[src/mulDivCmdPkg.sv]
package mulDivCmdPkg;

	// one word, the operand width of the 32-bit ops on a 64-bit core
	// modules narrower than 64 bits use half their own width instead
	localparam int halfWidth = 32;

	// opcode bundle for the slow multiply/divide unit
	// all three flags clear means a signed 64-bit multiply
	typedef struct packed {
		// divide instead of multiply
		logic isDiv;
		// operands are unsigned, no sign fixup
		logic isUnsigned;
		// low word only, results extended from it
		logic isHalf;
	} mdCmd;

endpackage

[src/mulDivDataPkg.sv]
package mulDivDataPkg;

	// sequencer phases
	// load clears the core, iterate runs one bit per clock,
	// fixup applies signs and extension to the raw magnitudes
	typedef enum logic [1:0] {
		phaseIdle    = 2'd0,
		phaseLoad    = 2'd1,
		phaseIterate = 2'd2,
		phaseFixup   = 2'd3
	} mdPhase;

	// sign handling for the final results
	typedef struct packed {
		// negate the low result (quotient, or the whole product)
		logic negLo;
		// negate the high result (remainder)
		logic negHi;
		// extend from the half word
		logic isHalf;
		// zero extension instead of sign extension
		logic isUnsigned;
	} mdSignInfo;

endpackage

[src/mulDivControl.sv]
module mulDivControl #(
	parameter int dataWidth = 64
) (
	input  logic                   clock,
	input  logic                   reset,
	input  logic                   start,
	input  mulDivCmdPkg::mdCmd     cmd,
	output mulDivDataPkg::mdPhase  phase,
	output logic                   loadOperands,
	output logic                   halfMode,
	output logic                   isDiv,
	output logic                   busy,
	output logic                   done
);
	import mulDivCmdPkg::*;
	import mulDivDataPkg::*;

	// half-mode operand width, one word on the 64-bit core
	localparam int halfBits = (dataWidth == 2 * halfWidth) ? halfWidth : dataWidth / 2;
	localparam int cntWidth = $clog2(dataWidth + 1);

	// command latched at start, held for the whole operation
	mdCmd cmdReg;
	// remaining iterate cycles
	logic [cntWidth-1:0] count;

	// start only counts while idle, a start while busy is dropped
	assign loadOperands = start && (phase == phaseIdle);
	assign busy = (phase != phaseIdle);
	assign halfMode = cmdReg.isHalf;
	assign isDiv = cmdReg.isDiv;

	always_ff @(posedge clock)
	begin
		if (reset)
		begin
			phase <= phaseIdle;
			count <= '0;
			cmdReg <= '0;
			done <= 1'b0;
		end
		else
		begin
			// done is a single-cycle pulse
			done <= 1'b0;
			case (phase)
				phaseIdle:
				begin
					if (start)
					begin
						phase <= phaseLoad;
						cmdReg <= cmd;
						// one iterate cycle per operand bit
						count <= cmd.isHalf ? cntWidth'(halfBits) : cntWidth'(dataWidth);
					end
				end
				phaseLoad:
				begin
					phase <= phaseIterate;
				end
				phaseIterate:
				begin
					count <= count - 1'b1;
					// last bit goes in on this edge
					if (count == cntWidth'(1))
						phase <= phaseFixup;
				end
				phaseFixup:
				begin
					// results register on this same edge
					phase <= phaseIdle;
					done <= 1'b1;
				end
				default:
				begin
					phase <= phaseIdle;
				end
			endcase
		end
	end

endmodule

[src/mulDivOperandPrep.sv]
module mulDivOperandPrep #(
	parameter int dataWidth = 64
) (
	input  logic                      clock,
	input  logic                      reset,
	input  logic                      loadOperands,
	input  mulDivCmdPkg::mdCmd        cmd,
	input  logic [dataWidth-1:0]      opA,
	input  logic [dataWidth-1:0]      opB,
	output logic [dataWidth-1:0]      magA,
	output logic [dataWidth-1:0]      magB,
	output logic [dataWidth-1:0]      addB,
	output mulDivDataPkg::mdSignInfo  signInfo
);
	import mulDivCmdPkg::*;

	localparam int halfBits = (dataWidth == 2 * halfWidth) ? halfWidth : dataWidth / 2;

	logic signA;
	logic signB;
	logic [halfBits-1:0] halfMagA;
	logic [halfBits-1:0] halfMagB;
	logic [dataWidth-1:0] nextMagA;
	logic [dataWidth-1:0] nextMagB;

	always_comb
	begin
		// sign from the top of the word in use
		signA = cmd.isHalf ? opA[halfBits-1] : opA[dataWidth-1];
		signB = cmd.isHalf ? opB[halfBits-1] : opB[dataWidth-1];
		if (cmd.isUnsigned)
		begin
			signA = 1'b0;
			signB = 1'b0;
		end
		// half mode ignores the upper operand bits entirely
		halfMagA = signA ? -opA[halfBits-1:0] : opA[halfBits-1:0];
		halfMagB = signB ? -opB[halfBits-1:0] : opB[halfBits-1:0];
		if (cmd.isHalf)
		begin
			// A sits in the upper half so its msb is the first bit shifted out
			nextMagA = {halfMagA, {halfBits{1'b0}}};
			nextMagB = {{halfBits{1'b0}}, halfMagB};
		end
		else
		begin
			nextMagA = signA ? -opA : opA;
			nextMagB = signB ? -opB : opB;
		end
	end

	always_ff @(posedge clock)
	begin
		if (loadOperands)
		begin
			magA <= nextMagA;
			magB <= nextMagB;
			// subtrahend for the restoring divide
			addB <= -nextMagB;
		end
	end

	always_ff @(posedge clock)
	begin
		if (reset)
			signInfo <= '0;
		else if (loadOperands)
		begin
			signInfo.negLo <= signA ^ signB;
			// remainder follows the dividend, product halves share one sign
			signInfo.negHi <= cmd.isDiv ? signA : (signA ^ signB);
			signInfo.isHalf <= cmd.isHalf;
			signInfo.isUnsigned <= cmd.isUnsigned;
		end
	end

endmodule

[src/mulDivShiftCore.sv]
module mulDivShiftCore #(
	parameter int dataWidth = 64
) (
	input  logic                   clock,
	input  logic                   reset,
	input  mulDivDataPkg::mdPhase  phase,
	input  logic                   isDiv,
	input  logic [dataWidth-1:0]   magA,
	input  logic [dataWidth-1:0]   magB,
	input  logic [dataWidth-1:0]   addB,
	output logic [dataWidth-1:0]   accHi,
	output logic [dataWidth-1:0]   accLo
);
	import mulDivDataPkg::*;

	// acc is the accumulator, shf the shifter loaded with magA
	logic [dataWidth-1:0] acc;
	logic [dataWidth-1:0] shf;

	logic [2*dataWidth-1:0] mulShift;
	logic [2*dataWidth-1:0] mulSum;
	logic [dataWidth-1:0] remLow;
	logic [dataWidth-1:0] remDiff;
	logic remCarry;
	logic remTop;
	logic divKeep;

	always_comb
	begin
		// multiply, msb first
		// shf = {multiplier bits left, product high bits}, acc = product low bits
		// the product never carries into the remaining multiplier bits
		mulShift = {shf, acc} << 1;
		mulSum = mulShift + (shf[dataWidth-1] ? {{dataWidth{1'b0}}, magB} : '0);

		// restoring divide
		// pair is {acc, shf}, next dividend bit comes off the top of shf
		remTop = acc[dataWidth-1];
		remLow = {acc[dataWidth-2:0], shf[dataWidth-1]};
		{remCarry, remDiff} = {1'b0, remLow} + {1'b0, addB};
		// no borrow when the shifted remainder overflowed one word,
		// or the subtract carried out
		// a zero divisor always keeps, giving all-ones quotient
		divKeep = remTop | remCarry | (addB == '0);
	end

	always_ff @(posedge clock)
	begin
		if (reset)
		begin
			acc <= '0;
			shf <= '0;
		end
		else if (phase == phaseLoad)
		begin
			acc <= '0;
			shf <= magA;
		end
		else if (phase == phaseIterate)
		begin
			if (isDiv)
			begin
				acc <= divKeep ? remDiff : remLow;
				// quotient bits enter from the bottom
				shf <= {shf[dataWidth-2:0], divKeep};
			end
			else
			begin
				{shf, acc} <= mulSum;
			end
		end
	end

	// divide leaves remainder in acc and quotient in shf,
	// multiply leaves the high product in shf
	assign accHi = isDiv ? acc : shf;
	assign accLo = isDiv ? shf : acc;

endmodule

[src/mulDivResultFix.sv]
module mulDivResultFix #(
	parameter int dataWidth = 64
) (
	input  logic                      clock,
	input  logic                      reset,
	input  mulDivDataPkg::mdPhase     phase,
	input  logic                      isDiv,
	input  mulDivDataPkg::mdSignInfo  signInfo,
	input  logic [dataWidth-1:0]      accHi,
	input  logic [dataWidth-1:0]      accLo,
	output logic [dataWidth-1:0]      resultLo,
	output logic [dataWidth-1:0]      resultHi
);
	import mulDivCmdPkg::*;
	import mulDivDataPkg::*;

	localparam int halfBits = (dataWidth == 2 * halfWidth) ? halfWidth : dataWidth / 2;

	logic [2*dataWidth-1:0] prodFixed;
	logic [dataWidth-1:0] loFixed;
	logic [dataWidth-1:0] hiFixed;
	logic [dataWidth-1:0] nextLo;
	logic [dataWidth-1:0] nextHi;
	logic loExt;
	logic hiExt;

	always_comb
	begin
		// full multiply negates both halves as one value
		prodFixed = signInfo.negLo ? -{accHi, accLo} : {accHi, accLo};
		// quotient and remainder, or the half product, one word each
		loFixed = signInfo.negLo ? -accLo : accLo;
		hiFixed = signInfo.negHi ? -accHi : accHi;
		loExt = ~signInfo.isUnsigned & loFixed[halfBits-1];
		hiExt = ~signInfo.isUnsigned & hiFixed[halfBits-1];
		if (isDiv && signInfo.isHalf)
		begin
			nextLo = {{halfBits{loExt}}, loFixed[halfBits-1:0]};
			nextHi = {{halfBits{hiExt}}, hiFixed[halfBits-1:0]};
		end
		else if (isDiv)
		begin
			nextLo = loFixed;
			nextHi = hiFixed;
		end
		else if (signInfo.isHalf)
		begin
			// whole half product fits in the low word, high word is its sign
			nextLo = loFixed;
			nextHi = {dataWidth{~signInfo.isUnsigned & loFixed[dataWidth-1]}};
		end
		else
		begin
			{nextHi, nextLo} = prodFixed;
		end
	end

	// results hold until the next operation finishes
	always_ff @(posedge clock)
	begin
		if (reset)
		begin
			resultLo <= '0;
			resultHi <= '0;
		end
		else if (phase == phaseFixup)
		begin
			resultLo <= nextLo;
			resultHi <= nextHi;
		end
	end

endmodule

[src/slowMulDiv.sv]
module slowMulDiv #(
	parameter int dataWidth = 64
) (
	input  logic                  clock,
	input  logic                  reset,
	input  logic                  start,
	input  mulDivCmdPkg::mdCmd    cmd,
	input  logic [dataWidth-1:0]  opA,
	input  logic [dataWidth-1:0]  opB,
	output logic                  busy,
	output logic                  done,
	output logic [dataWidth-1:0]  resultLo,
	output logic [dataWidth-1:0]  resultHi
);
	import mulDivDataPkg::*;

	mdPhase phase;
	mdSignInfo signInfo;
	logic loadOperands;
	// latched opcode flag, valid from load through fixup
	logic isDiv;
	logic [dataWidth-1:0] magA;
	logic [dataWidth-1:0] magB;
	logic [dataWidth-1:0] addB;
	logic [dataWidth-1:0] accHi;
	logic [dataWidth-1:0] accLo;

	// sequencer
	mulDivControl #(
		.dataWidth(dataWidth)
	) control_i (
		.clock(clock),
		.reset(reset),
		.start(start),
		.cmd(cmd),
		.phase(phase),
		.loadOperands(loadOperands),
		.halfMode(),
		.isDiv(isDiv),
		.busy(busy),
		.done(done)
	);

	mulDivOperandPrep #(
		.dataWidth(dataWidth)
	) operandPrep_i (
		.clock(clock),
		.reset(reset),
		.loadOperands(loadOperands),
		.cmd(cmd),
		.opA(opA),
		.opB(opB),
		.magA(magA),
		.magB(magB),
		.addB(addB),
		.signInfo(signInfo)
	);

	// one bit per clock on unsigned magnitudes
	mulDivShiftCore #(
		.dataWidth(dataWidth)
	) shiftCore_i (
		.clock(clock),
		.reset(reset),
		.phase(phase),
		.isDiv(isDiv),
		.magA(magA),
		.magB(magB),
		.addB(addB),
		.accHi(accHi),
		.accLo(accLo)
	);

	mulDivResultFix #(
		.dataWidth(dataWidth)
	) resultFix_i (
		.clock(clock),
		.reset(reset),
		.phase(phase),
		.isDiv(isDiv),
		.signInfo(signInfo),
		.accHi(accHi),
		.accLo(accLo),
		.resultLo(resultLo),
		.resultHi(resultHi)
	);

endmodule

[config.mk]
export PLATFORM = sky130hd
export DESIGN_NAME = slowMulDiv
export DESIGN_NICKNAME = d
export VERILOG_FILES = /design/src/mulDivCmdPkg.sv /design/src/mulDivDataPkg.sv /design/src/mulDivControl.sv /design/src/mulDivOperandPrep.sv /design/src/mulDivShiftCore.sv /design/src/mulDivResultFix.sv /design/src/slowMulDiv.sv
export SDC_FILE = /design/constraint.sdc
export NUM_CORES = 2
export LEC_CHECK = 0
export BUFFER_PORTS_ARGS = -buffer_cell sky130_fd_sc_hd__buf_2
export CAP_MARGIN = 20
export CORE_UTILIZATION = 42
export CTS_CLUSTER_SIZE = 20
export DETAILED_ROUTE_END_ITERATION = 10
export PLACE_DENSITY = 0.69
export SYNTH_ARGS = -nofsm -noshare
export SYNTH_HDL_FRONTEND = slang
export SYNTH_HIERARCHICAL = 1
export SYNTH_SLANG_ARGS = --single-unit
[constraint.sdc]
create_clock -name clock -period 6.6 [get_ports clock]
set_input_delay 0.33 -clock clock [delete_from_list [all_inputs] [get_ports clock]]
set_output_delay 0.33 -clock clock [all_outputs]
set_load 0.01 [all_outputs]
==> out/summary.txt <==
Initial antenna violation count = 5
CTS Buf Count = 55
DR vias = 39300
Final Total Pwr = 0.0190 W
Status = finished, final reports clean
Post-Syn Instances = 4767
Detail Route Antenna Nets = 0
Power Dens Cells = 444 nW/um^2
Placed inst area = 40900 um^2
GP Congestion = 1.07
Final nets = 5140
Layout cells sized above 1 = 14.4%
Root Buffer = clkbuf_16
Met3 usage = 5.84%
CP Max Fanout = 24
Mapped Area = 38600 um^2
Type of the worst min-delay path = in2reg
Vias in the first global route = 36400
Worst Setup Start Kind = register
Setup violations, final = 0
Max-slew violation count = 0
Worst skew pair latency = 0.65 ns
Sink Count = 462
Worst-path clk slew = 0.06 ns
H-tree depth = 2
CP Data Required Time = 7.12 ns
Crit path DAT = 5.87 ns
Crit Path Category = reg2reg
Initial drt markers = 4677
Hold path start = opA[5]
GRT busiest layer = met2
Met2 Usage GRT = 51.7%
First-pass GRT wire length = 237000 um
Deepest clock path buffer count = 3
Post-route DRC = 0
Sequential power share = 24.2%
Min Clock Period, post-route = 5.35 ns
Initial cell density of the core = 42.7%
Worst Hold End = operandPrep_i/magA[5]$_SDFFCE_PP0P_
VDD IR max = 313 uV
Die width = 305 um
Final instance area = 42900 um^2
Post-CTS setup buffers = 0
Max Clock Skew = 0.0333 ns
Int Pwr = 0.00909 W
FF-to-FF Start = shiftCore_i/shf[63]$_SDFFE_PP0P_
Full die area = 93200 um^2
R2r endpoint = shiftCore_i/acc[0]$_SDFFE_PP0N_
Max_cap viols = 0
Part of the power in the clock network = 17.1%
Net Sw Frac = 52.3%
GRT overflow = 0
Drt first pass iters = 6
Area Growth Syn to Fin = 11.0%
Site Rows = 110
Post-synthesis net count = 5042
Mean post-synth cell area = 8.10 um^2
Fin. Hold Viols = 0
FMAX = 0.187 GHz
Worst-margin pin slew = 1.25 ns
Grt met1 use = 45.5%
Switch Pwr = 0.00995 W
Total negative slack = 0 ns
Final wirelength = 162000 um
Worst reg2reg setup slack = 1.25 ns
Comb pwr share = 58.7%
Max_slew headroom = 15.6%
CP Capture Type = register
Vias per Instance = 6.45
Total number of yosys warnings = 6
Dpl hpwl = 127000 um
Die extent in y = 305 um
Leakage = 16.6 nW
Pin count of the biggest net entering global routing = 83
WL/cell = 26.7 um
Final period utilization = 81.1%
GRT Resource Usage Total = 33.4%
CORE AREA = 90600 um^2
TritonCTS clock tree = done
IO buf count = 263
Setup repair after global routing missed its margin = false
# IOs = 264
Hold Crit Depth = 3
R2r worst-path depth = 13
[power groups by stage]
| stage | registers (W) | clock network, W | logic, W |
|---|---|---|---|
| floorplan | 0.00420 | 0 | 0.00694 |
| global placement | 0.00462 | 0 | 0.0106 |
| detailed placement | 0.00461 | 0 | 0.0106 |
| CTS | 0.00456 | 0.00330 | 0.0107 |
| global route | 0.00463 | 0.00341 | 0.0117 |
| finish | 0.00460 | 0.00326 | 0.0112 |
[per-layer routing]
layer / wire, um / up-vias / part of all wire, %
met5: 11 / - / 0.0068
met1: 68600 / 19000 / 42
met4: 7900 / 2 / 4.9
met3: 14900 / 363 / 9.2
met2: 70900 / 1973 / 44
li1: - / 18000 / -
[metrics by stage]
| stage | setup WS (ns) | hold WS [ns] | util (%) | instances |
|---|---|---|---|---|
| after floorplan | 1.35 | 0.402 | - | 4767 |
| after CTS | 1.39 | 0.0385 | 47.3 | 6085 |
| after global placement | 1.26 | 0.455 | 45.1 | 5975 |
| after detailed placement | 1.19 | 0.453 | 45.2 | 5978 |
| after global routing | 1.11 | 0.0880 | 47.4 | 6088 |
| final | 1.25 | 0.0663 | 47.4 | 6091 |
[layout by cell type, fill, tap and decap left out, drive strengths merged, types with 67 or more instances in the layout]
| cell | instances |
|---|---|
| mux2 | 145 |
| a21o | 77 |
| nand4 | 117 |
| buf | 352 |
| ha | 139 |
| xnor2 | 249 |
| a211oi | 72 |
| a22oi | 71 |
| nor2 | 466 |
| clkbuf | 67 |
| nor4 | 131 |
| and2 | 91 |
| a21oi | 332 |
| o21ai | 372 |
| inv | 98 |
| nor3 | 139 |
| nand3 | 123 |
| dfxtp | 271 |
| nand2 | 333 |
| edfxtp | 191 |
| xor2 | 261 |
[repair_timing]
item / 4_1_cts / 5_1_grt
gates resized for setup: 0 / 0
endpoints found under the setup margin: 0 / 0
hold endpoints to repair: 3 / 0
hold buffers: 3 / 0
[cell type report]
cell class / count / area [um^2]
repair buffers: 355 / 2070
clock inverters: 37 / 457
multi-input cells: 3896 / 25900
clock buffers: 67 / 1460
diodes: 3 / 7.51
flip-flops and latches: 462 / 11200
fillers: 8966 / 47700
well taps: 1176 / 1470
inverters: 95 / 362
[critical path: stages, from the launching register on]
cell and delay, ns:
dfxtp_2 0.44, ha_1 0.28, fa_1 0.42, a21oi_1 0.22, o221a_2 0.29, o2bb2ai_1 0.22
nand2_1 0.25, a311oi_1 0.59, a21oi_1 0.28, or3_1 0.45, a31oi_4 0.60, nor2_1 0.45
a221oi_1 0.62, nor2_1 0.09
[sequential cells by signal, summed over array words and instances (netlist names)]
name and flops:
control_i/phase 2, resultFix_i/resultLo 64, shiftCore_i/shf 64, control_i/isDiv 1
control_i/count 7, operandPrep_i/signInfo 4, operandPrep_i/magB 64, shiftCore_i/acc 64
resultFix_i/resultHi 64, control_i/done 1, operandPrep_i/addB 63, operandPrep_i/magA 64
[worst max path at each step]
stage                                                start                                endpoint  slack [ns]  cells past startpoint
final                     shiftCore_i/shf[63]$_SDFFE_PP0P_         shiftCore_i/acc[0]$_SDFFE_PP0N_        1.25                     13
after global routing      shiftCore_i/shf[63]$_SDFFE_PP0P_        shiftCore_i/shf[63]$_SDFFE_PP0P_        1.11                     16
after CTS                 shiftCore_i/shf[63]$_SDFFE_PP0P_        shiftCore_i/shf[63]$_SDFFE_PP0P_        1.39                     16
after detailed placement                            cmd[1]        operandPrep_i/addB[60]$_DFFE_PP_        1.19                     10
after global placement                              cmd[1]        operandPrep_i/addB[60]$_DFFE_PP_        1.26                     10
after floorplan            control_i/phase[0]$_SDFFE_PP0P_  operandPrep_i/signInfo[3]$_SDFFE_PP0P_        1.35                      7
Power figures use the tool's default switching activity.
